File: src/hw/vdec_cfg.svh
/*
 * Vector decode stage configuration
 *   offset, count and opcode widths
 *   element limit and default micro-op queue depth
 */
`ifndef VDEC_CFG_SVH
`define VDEC_CFG_SVH

// element offsets wrap modulo 2**VDEC_OFF_W
`define VDEC_OFF_W       8
`define VDEC_CNT_W       6
`define VDEC_MAX_ELEMS   32
`define VDEC_OP_W        4
`define VDEC_QUEUE_DEPTH 4

`endif

File: src/hw/vdec_pkg.sv
/*
 * Shared types of the vector decode stage
 *   element offset, count, mask, immediate and micro-op word
 *   opcode and offset source enums, FSM state enums
 */
`include "vdec_cfg.svh"

package vdec_pkg;

  typedef logic [`VDEC_OFF_W-1:0]     elem_off_t;
  typedef logic [`VDEC_CNT_W-1:0]     elem_cnt_t;
  typedef logic [`VDEC_MAX_ELEMS-1:0] mask_t;
  typedef logic [4:0]                 imm5_t;

  // {vs2_off0, vs2_off1, vd_off0, vd_off1, wen0, wen1, last}
  typedef logic [4*`VDEC_OFF_W+2:0]   uop_word_t;

  typedef enum logic [`VDEC_OP_W-1:0] {
    VOP_ARITH, VOP_SLIDEUP_X, VOP_SLIDEUP_I, VOP_SLIDEDOWN_X, VOP_SLIDEDOWN_I,
    VOP_SLIDE1UP, VOP_SLIDE1DOWN, VOP_GATHER_X, VOP_GATHER_I, VOP_MV_S
  } vop_e;

  typedef enum logic [2:0] {
    VS2_NORMAL, VS2_IDX_PLUS_RS1, VS2_IDX_PLUS_UIMM, VS2_IDX_PLUS_1,
    VS2_IDX_MINUS_1, VS2_RS1, VS2_UIMM, VS2_ZERO
  } vs2_src_e;

  typedef enum logic [1:0] {
    VD_NORMAL, VD_ZERO, VD_IDX_PLUS_RS1, VD_IDX_PLUS_UIMM
  } vd_src_e;

  typedef enum logic [1:0] {IDLE, ISSUE, WAIT_REQ_LOW} seq_state_e;

  typedef enum logic [1:0] {EMPTY, REQ_HIGH, WAIT_ACK_LOW} send_state_e;

endpackage

File: src/hw/element_sequencer.sv
/*
 * Element sequencer
 *   four-phase instruction intake and field capture
 *   two-lane element walk from vstart to the effective vl
 *   vs2/vd offsets, masked write enables and last flag per micro-op
 */
`timescale 1ns/1ps

module element_sequencer (
  input  logic                CLK,
  input  logic                nRST,
  input  logic                instr_req,
  output logic                instr_ack,
  input  vdec_pkg::vop_e      op,
  input  logic                vm,
  input  vdec_pkg::imm5_t     imm5,
  input  vdec_pkg::elem_off_t rs1_off,
  input  vdec_pkg::elem_cnt_t vl,
  input  vdec_pkg::elem_cnt_t vstart,
  input  vdec_pkg::mask_t     v0,
  input  logic                full,
  output logic                push,
  output vdec_pkg::uop_word_t push_word
);
  import vdec_pkg::*;

  seq_state_e state;
  elem_off_t  idx;
  logic       capture;

  // captured instruction
  vop_e      op_q;
  logic      vm_q;
  imm5_t     imm5_q;
  elem_off_t rs1_q;
  elem_cnt_t vl_q;
  elem_cnt_t vstart_q;
  mask_t     v0_q;

  vs2_src_e  vs2_src;
  vd_src_e   vd_src;
  logic      single_elem;
  elem_cnt_t eff_vl;
  elem_off_t uimm_off;
  elem_off_t lo_bound;
  elem_off_t hi_bound;
  elem_off_t lane1_idx;
  elem_off_t vs2_off0, vs2_off1, vd_off0, vd_off1;
  logic      wen0, wen1, last;

  function automatic elem_off_t vs2_offset(vs2_src_e src, elem_off_t lane_idx,
                                           elem_off_t rs1, elem_off_t uimm);
    case (src)
      VS2_IDX_PLUS_RS1:  return lane_idx + rs1;
      VS2_IDX_PLUS_UIMM: return lane_idx + uimm;
      VS2_IDX_PLUS_1:    return lane_idx + elem_off_t'(1);
      VS2_IDX_MINUS_1:   return lane_idx - elem_off_t'(1);
      VS2_RS1:           return rs1;
      VS2_UIMM:          return uimm;
      VS2_ZERO:          return '0;
      default:           return lane_idx;
    endcase
  endfunction

  function automatic elem_off_t vd_offset(vd_src_e src, elem_off_t lane_idx,
                                          elem_off_t rs1, elem_off_t uimm);
    case (src)
      VD_ZERO:          return '0;
      VD_IDX_PLUS_RS1:  return lane_idx + rs1;
      VD_IDX_PLUS_UIMM: return lane_idx + uimm;
      default:          return lane_idx;
    endcase
  endfunction

  // in [lo, hi) and either unmasked or v0 bit set
  function automatic logic lane_wen(elem_off_t lane_idx, elem_off_t lo, elem_off_t hi,
                                    logic unmasked, mask_t mask);
    mask_t shifted;
    shifted = mask >> lane_idx;
    return (lane_idx >= lo) && (lane_idx < hi) && (unmasked || shifted[0]);
  endfunction

  vop_decoder vop_decoder_i (
    .op          (op_q),
    .vs2_src     (vs2_src),
    .vd_src      (vd_src),
    .single_elem (single_elem)
  );

  assign eff_vl    = single_elem ? elem_cnt_t'(1) : vl_q;
  assign uimm_off  = elem_off_t'(imm5_q);
  assign lo_bound  = elem_off_t'(vstart_q);
  assign hi_bound  = elem_off_t'(eff_vl);
  assign lane1_idx = idx + elem_off_t'(1);

  assign vs2_off0 = vs2_offset(vs2_src, idx, rs1_q, uimm_off);
  assign vs2_off1 = vs2_offset(vs2_src, lane1_idx, rs1_q, uimm_off);
  assign vd_off0  = vd_offset(vd_src, idx, rs1_q, uimm_off);
  assign vd_off1  = vd_offset(vd_src, lane1_idx, rs1_q, uimm_off);
  assign wen0     = lane_wen(idx, lo_bound, hi_bound, vm_q, v0_q);
  assign wen1     = lane_wen(lane1_idx, lo_bound, hi_bound, vm_q, v0_q);
  // also true on the first step when vstart is already past vl
  assign last     = (idx + elem_off_t'(2)) >= hi_bound;

  assign capture   = (state == IDLE) && instr_req;
  assign push      = (state == ISSUE) && !full;
  assign push_word = {vs2_off0, vs2_off1, vd_off0, vd_off1, wen0, wen1, last};

  always_ff @(posedge CLK, negedge nRST) begin
    if (!nRST) begin
      state     <= IDLE;
      instr_ack <= 1'b0;
      idx       <= '0;
    end else begin
      if (instr_ack && !instr_req) begin
        instr_ack <= 1'b0;
      end
      case (state)
        IDLE: begin
          if (instr_req) begin
            instr_ack <= 1'b1;
            idx       <= elem_off_t'(vstart);
            state     <= ISSUE;
          end
        end
        ISSUE: begin
          if (push) begin
            if (last) begin
              state <= WAIT_REQ_LOW;
            end else begin
              idx <= idx + elem_off_t'(2);
            end
          end
        end
        WAIT_REQ_LOW: begin
          // wait out the ack falling edge
          if (!instr_ack) begin
            state <= IDLE;
          end
        end
        default: state <= IDLE;
      endcase
    end
  end

  always_ff @(posedge CLK) begin
    if (capture) begin
      op_q     <= op;
      vm_q     <= vm;
      imm5_q   <= imm5;
      rs1_q    <= rs1_off;
      vl_q     <= vl;
      vstart_q <= vstart;
      v0_q     <= v0;
    end
  end

endmodule

File: src/hw/uop_queue.sv
/*
 * Micro-op queue
 *   circular buffer of micro-op words, power-of-two depth
 *   simultaneous push and pop, full and empty flags
 */
`timescale 1ns/1ps
`include "vdec_cfg.svh"

module uop_queue #(
  parameter int DEPTH = `VDEC_QUEUE_DEPTH
) (
  input  logic                CLK,
  input  logic                nRST,
  input  logic                push,
  input  vdec_pkg::uop_word_t push_word,
  output logic                full,
  input  logic                pop,
  output vdec_pkg::uop_word_t head_word,
  output logic                empty
);
  import vdec_pkg::*;

  localparam int PTR_W = $clog2(DEPTH);

  uop_word_t        mem [DEPTH];
  logic [PTR_W-1:0] wr_ptr;
  logic [PTR_W-1:0] rd_ptr;
  logic [PTR_W:0]   count;
  logic             do_push;
  logic             do_pop;

  assign full      = count == (PTR_W+1)'(DEPTH);
  assign empty     = count == '0;
  assign do_push   = push && !full;
  assign do_pop    = pop && !empty;
  assign head_word = mem[rd_ptr];

  always_ff @(posedge CLK, negedge nRST) begin
    if (!nRST) begin
      wr_ptr <= '0;
      rd_ptr <= '0;
      count  <= '0;
    end else begin
      // pointers wrap on their own width
      if (do_push) begin
        wr_ptr <= wr_ptr + PTR_W'(1);
      end
      if (do_pop) begin
        rd_ptr <= rd_ptr + PTR_W'(1);
      end
      case ({do_push, do_pop})
        2'b10:   count <= count + (PTR_W+1)'(1);
        2'b01:   count <= count - (PTR_W+1)'(1);
        default: count <= count;
      endcase
    end
  end

  always_ff @(posedge CLK) begin
    if (do_push) begin
      mem[wr_ptr] <= push_word;
    end
  end

endmodule

File: src/hw/uop_sender.sv
/*
 * Micro-op sender
 *   pops the queue head into output registers
 *   four-phase req/ack toward the execute side
 */
`timescale 1ns/1ps

module uop_sender (
  input  logic                CLK,
  input  logic                nRST,
  input  logic                empty,
  input  vdec_pkg::uop_word_t head_word,
  output logic                pop,
  output logic                uop_req,
  input  logic                uop_ack,
  output vdec_pkg::elem_off_t vs2_off0,
  output vdec_pkg::elem_off_t vs2_off1,
  output vdec_pkg::elem_off_t vd_off0,
  output vdec_pkg::elem_off_t vd_off1,
  output logic                wen0,
  output logic                wen1,
  output logic                uop_last
);
  import vdec_pkg::*;

  send_state_e state;

  assign pop = (state == EMPTY) && !empty;

  always_ff @(posedge CLK, negedge nRST) begin
    if (!nRST) begin
      state   <= EMPTY;
      uop_req <= 1'b0;
    end else begin
      case (state)
        EMPTY: begin
          if (pop) begin
            uop_req <= 1'b1;
            state   <= REQ_HIGH;
          end
        end
        REQ_HIGH: begin
          if (uop_ack) begin
            uop_req <= 1'b0;
            state   <= WAIT_ACK_LOW;
          end
        end
        // next pop only once ack is seen low
        WAIT_ACK_LOW: begin
          if (!uop_ack) begin
            state <= EMPTY;
          end
        end
        default: state <= EMPTY;
      endcase
    end
  end

  // fields held while uop_req is high
  always_ff @(posedge CLK) begin
    if (pop) begin
      {vs2_off0, vs2_off1, vd_off0, vd_off1, wen0, wen1, uop_last} <= head_word;
    end
  end

endmodule

File: src/hw/vector_decode_stage.sv
/*
 * Vector decode stage top
 *   element sequencer, micro-op queue and sender
 *   instruction handshake in, micro-op handshake out
 */
`timescale 1ns/1ps

module vector_decode_stage (
  input  logic                CLK,
  input  logic                nRST,
  input  logic                instr_req,
  output logic                instr_ack,
  input  vdec_pkg::vop_e      op,
  input  logic                vm,
  input  vdec_pkg::imm5_t     imm5,
  input  vdec_pkg::elem_off_t rs1_off,
  input  vdec_pkg::elem_cnt_t vl,
  input  vdec_pkg::elem_cnt_t vstart,
  input  vdec_pkg::mask_t     v0,
  output logic                uop_req,
  input  logic                uop_ack,
  output vdec_pkg::elem_off_t vs2_off0,
  output vdec_pkg::elem_off_t vs2_off1,
  output vdec_pkg::elem_off_t vd_off0,
  output vdec_pkg::elem_off_t vd_off1,
  output logic                wen0,
  output logic                wen1,
  output logic                uop_last
);
  import vdec_pkg::*;

  logic      push;
  logic      full;
  logic      pop;
  logic      empty;
  uop_word_t push_word;
  uop_word_t head_word;

  element_sequencer element_sequencer_i (
    .CLK       (CLK),
    .nRST      (nRST),
    .instr_req (instr_req),
    .instr_ack (instr_ack),
    .op        (op),
    .vm        (vm),
    .imm5      (imm5),
    .rs1_off   (rs1_off),
    .vl        (vl),
    .vstart    (vstart),
    .v0        (v0),
    .full      (full),
    .push      (push),
    .push_word (push_word)
  );

  uop_queue uop_queue_i (
    .CLK       (CLK),
    .nRST      (nRST),
    .push      (push),
    .push_word (push_word),
    .full      (full),
    .pop       (pop),
    .head_word (head_word),
    .empty     (empty)
  );

  uop_sender uop_sender_i (
    .CLK       (CLK),
    .nRST      (nRST),
    .empty     (empty),
    .head_word (head_word),
    .pop       (pop),
    .uop_req   (uop_req),
    .uop_ack   (uop_ack),
    .vs2_off0  (vs2_off0),
    .vs2_off1  (vs2_off1),
    .vd_off0   (vd_off0),
    .vd_off1   (vd_off1),
    .wen0      (wen0),
    .wen1      (wen1),
    .uop_last  (uop_last)
  );

endmodule

File: src/hw/vop_decoder.sv
/*
 * Opcode decoder
 *   vs2 and vd offset source per opcode
 *   single-element flag for scalar moves
 */
`timescale 1ns/1ps

module vop_decoder (
  input  vdec_pkg::vop_e     op,
  output vdec_pkg::vs2_src_e vs2_src,
  output vdec_pkg::vd_src_e  vd_src,
  output logic               single_elem
);
  import vdec_pkg::*;

  always_comb begin
    // arith behaviour unless the opcode says otherwise
    vs2_src     = VS2_NORMAL;
    vd_src      = VD_NORMAL;
    single_elem = 1'b0;
    case (op)
      VOP_SLIDEUP_X:   vd_src = VD_IDX_PLUS_RS1;
      VOP_SLIDEUP_I:   vd_src = VD_IDX_PLUS_UIMM;
      VOP_SLIDEDOWN_X: vs2_src = VS2_IDX_PLUS_RS1;
      VOP_SLIDEDOWN_I: vs2_src = VS2_IDX_PLUS_UIMM;
      // slide1up reads the element below
      VOP_SLIDE1UP:    vs2_src = VS2_IDX_MINUS_1;
      VOP_SLIDE1DOWN:  vs2_src = VS2_IDX_PLUS_1;
      VOP_GATHER_X:    vs2_src = VS2_RS1;
      VOP_GATHER_I:    vs2_src = VS2_UIMM;
      VOP_MV_S: begin
        vs2_src     = VS2_ZERO;
        vd_src      = VD_ZERO;
        single_elem = 1'b1;
      end
      default: begin
        vs2_src = VS2_NORMAL;
        vd_src  = VD_NORMAL;
      end
    endcase
  end

endmodule

File: config.mk
export PLATFORM = sky130hd
export DESIGN_NAME = vector_decode_stage
export DESIGN_NICKNAME = d
export VERILOG_FILES = /design/src/hw/vdec_pkg.sv /design/src/hw/element_sequencer.sv /design/src/hw/uop_queue.sv /design/src/hw/uop_sender.sv /design/src/hw/vector_decode_stage.sv /design/src/hw/vop_decoder.sv
export VERILOG_INCLUDE_DIRS = /design/src /design/src/hw
export SDC_FILE = /design/constraint.sdc
export NUM_CORES = 1
export LEC_CHECK = 0
export ABC_CLOCK_PERIOD_IN_PS = 12300
export BUFFER_PORTS_ARGS = -buffer_cell sky130_fd_sc_hd__buf_2
export CAP_MARGIN = 20
export CORE_MARGIN = 3
export CORE_UTILIZATION = 50
export CTS_CLUSTER_SIZE = 25
export DETAILED_ROUTE_END_ITERATION = 7
export GPL_TIMING_DRIVEN = 0
export PLACE_DENSITY = 0.68
export SLEW_MARGIN = 20
export SYNTH_ARGS = -nofsm -noshare
export SYNTH_HDL_FRONTEND = slang
export SYNTH_SLANG_ARGS = --single-unit
File: constraint.sdc
create_clock -name CLK -period 12.3 [get_ports CLK]
set_input_delay 3.075 -clock CLK [delete_from_list [all_inputs] [get_ports CLK]]
set_output_delay 3.075 -clock CLK [all_outputs]
set_load 0.02 [all_outputs]
==> metrics.cfg <==
[sta]
min_period_over_period_pct = 43.3
rsz0062_at_grt = false
worst_pin_slew_ns = 1.02
maxSlewHeadroom_pct = 31.3
clock_skew_ns = 0.0168
clock.fmax_mhz = 188
setup_viol = 0
fin_crit_ns = 5.32
finalHoldViolCount = 0
slew_violations = 0
tns_ns = 0

[synthesis]
synth-edff-count = 237
synth_flop_cell = edfxtp_1
yosys_warnings = 0
syn-num-nets = 1044
synth_cells = 904
yosysMostFrequentCell = edfxtp_1
synthArstFlopShare_pct = 8.14
synthTopCellsByArea = edfxtp_1 (56%), mux4_2 (9.0%), ha_1 (6.7%)
synth_seq_cells = 258
avgSynthCellArea_um2 = 14.2
yosysTopAreaCell = edfxtp_1
synth_area_um2 = 12800
synth_seq_area_share_pct = 59.7
synth_commonest_cells = edfxtp_1 (237), ha_1 (69), nand2_1 (63), mux4_2 (51), a21oi_1 (47)
synth_top_area_share_pct = 55.6
synth.distinct_cells = 70

[power]
irDropWorstVdd_mv = 0.157
p_leak_nw = 5.42
powerDensity_nw_per_um2 = 292

[global_routing]
grt.total_usage_pct = 22.4
grt_pass1_vias = 8285
grt_remaining_overflow = 0
antenna_found_initial = 0
grt_pass1_wl_um = 48200
grt_max_degree = 28

[placement]
placed_area_um2 = 13900
dp.cells = 1344
numPortBuffers = 102
place.gp.congestion = 0.963
place_hpwl_um = 23100

[worst_setup_path]
reg2reg_from = element_sequencer_i.idx[0]
startpoint = element_sequencer_i.idx[0]
critPathKind = flop to flop
start_kind = flop
crit_path_end_kind = flop
r2r-end = uop_queue_i.mem[1][25]
crit_fanout = 10
r2r_cells = 15
critical_path_arrival_ns = 5.58
worstPathRequired_ns = 12.56
rrSetupSlack_ns = 6.98

[run_status]
status = complete, no violations

[layout]
fin_nets = 1188
design_area_um2 = 14700
areaGrowthSynthToFinish_pct = 14.5
fin_cells = 1391
drive_gt1_share_pct = 22.0
antenna_cells = 0

[clock_tree]
cts_made_buffers = 26
cts.sinks = 258
tritoncts = yes
cts_setup_buffers = 0
cts-resized-gates = 0
clock_path_buffers = 3
cts-htree-levels = 1
clock_latency_ns = 0.53
clk_pin_slew_worst_paths_ns = 0.06
ctsRootBufferMaster = clkbuf_16
cts_hold_repair.buffers = 0

[floorplan]
dieHeight_um = 166
pin_count = 103
design.core.area_um2 = 24700
die_width_um = 166
start_util_pct = 51.7
die-area_um2 = 27600
placement_rows = 57

[routing]
via_per_inst = 5.89
dr_total_vias = 8198
routedWlPerCell_um = 22.1
detail-route-antenna-nets = 0
drcViolationCount = 0
drtPass1Iterations = 5
drt_wl_total_um = 30700
dr.first_iter.drc_count = 543

[worst_hold_path]
holdPathStages = 1
min_to = uop_sender_i.uop_req
min-delay-start = uop_sender_i.uop_req
hold_path_class = flop to flop

[flow_run]
max-cap-violations = 0

[worst max-delay path: stages (launching register included)]
cell and delay [ns]:
dfrtp_1 0.49, buf_2 0.30, buf_2 0.31, buf_2 0.33
inv_1 0.30, ha_1 0.69, buf_2 0.41, inv_1 0.20
fa_1 0.48, nor2b_1 0.16, o31a_1 0.16, o21a_1 0.13
nor2_1 0.05, xnor2_1 0.38, o221ai_1 0.23, a22oi_1 0.42
[cell type report]
cell class,count,area [um^2]
Clock inverter,12,56.3
Multi-Input combinational cell,572,4880
Fill cell,1951,10100
Sequential cell,258,7640
Timing Repair Buffer,116,666
Inverter,35,131
Buffer,39,168
Tap cell,324,405
Clock buffer,35,716
[placed cells by master (no fill, tap or decap), types with 11 or more instances in the layout]
master / count
edfxtp_1: 237
buf_2: 110
ha_1: 69
nand2_1: 63
mux4_2: 51
a21oi_1: 47
nor2_1: 44
o21ai_0: 41
xnor2_1: 35
inv_1: 32
clkbuf_1: 28
clkbuf_16: 27
dfrtp_1: 21
a21o_1: 14
a22oi_1: 13
o22ai_1: 13
xor2_1: 12
a211oi_1: 11
buf_4: 11
[where the power goes]
| group | switching (mW) | internal, mW | total (mW) |
|---|---|---|---|
| sequential | 0.112 | 1.38 | 1.49 |
| clock | 0.303 | 0.405 | 0.708 |
| combinational | 1.30 | 0.791 | 2.09 |
[routing by layer]
layer  global-route usage, %  vias up  wire length [um]
met2                    36.5      305             14500
met1                    31.9     4005             13300
met5                       0        -                 0
met4                    7.38        0               971
met3                    2.64       59              1910
li1                        -     3829                 -
[logic make-up after synthesis]
group / after synthesis / share of synthesized area [%]
flip-flops: 258 / 59.7
AO/OA/AOI/OAI: 214 / 11.3
AND/OR/NAND/NOR: 184 / 6.81
buffers and inverters: 74 / 2.34
adder cells (fa/ha/maj): 74 / 7.52
multiplexers: 53 / 9.13
XOR/XNOR: 47 / 3.21
[state kept, by name, indices dropped and copies added (netlist names)]
name and flops:
element_sequencer_i.idx 8, element_sequencer_i.imm5_q 5, element_sequencer_i.instr_ack 1, element_sequencer_i.op_q 4
element_sequencer_i.rs1_q 8, element_sequencer_i.state 2, element_sequencer_i.v0_q 32, element_sequencer_i.vl_q 6
element_sequencer_i.vm_q 1, element_sequencer_i.vstart_q 6, uop_queue_i.count 3, uop_queue_i.mem 140
uop_queue_i.rd_ptr 2, uop_queue_i.wr_ptr 2, uop_sender_i.state 2, uop_sender_i.uop_last 1
uop_sender_i.uop_req 1, uop_sender_i.vd_off0 8, uop_sender_i.vd_off1 8, uop_sender_i.vs2_off0 8
uop_sender_i.vs2_off1 8, uop_sender_i.wen0 1, uop_sender_i.wen1 1
[through the flow]
stage	utilization [%]	worst slack, ns	total power [mW]	hold WS (ns)
after floorplan	-	3.43	2.92	0.459
after global placement	55.4	1.51	3.52	0.459
after detailed placement	56.2	6.83	3.58	0.473
after CTS	59.3	6.96	4.30	0.494
after global routing	59.3	6.55	4.57	0.539
final	59.3	6.98	4.28	0.498
[worst max path at each step]
stage | end | slack, ns | cells after the start
final | uop_queue_i.mem[1][25] | 6.98 | 15
after global routing | uop_queue_i.mem[0][25] | 6.55 | 15
after CTS | uop_queue_i.mem[0][25] | 6.96 | 15
after detailed placement | element_sequencer_i.rs1_q[7] | 6.83 | 8
after global placement | element_sequencer_i.idx[3] | 1.51 | 5
after floorplan | element_sequencer_i.idx[3] | 3.43 | 4
Note: power is estimated with default switching activity, not from simulation.
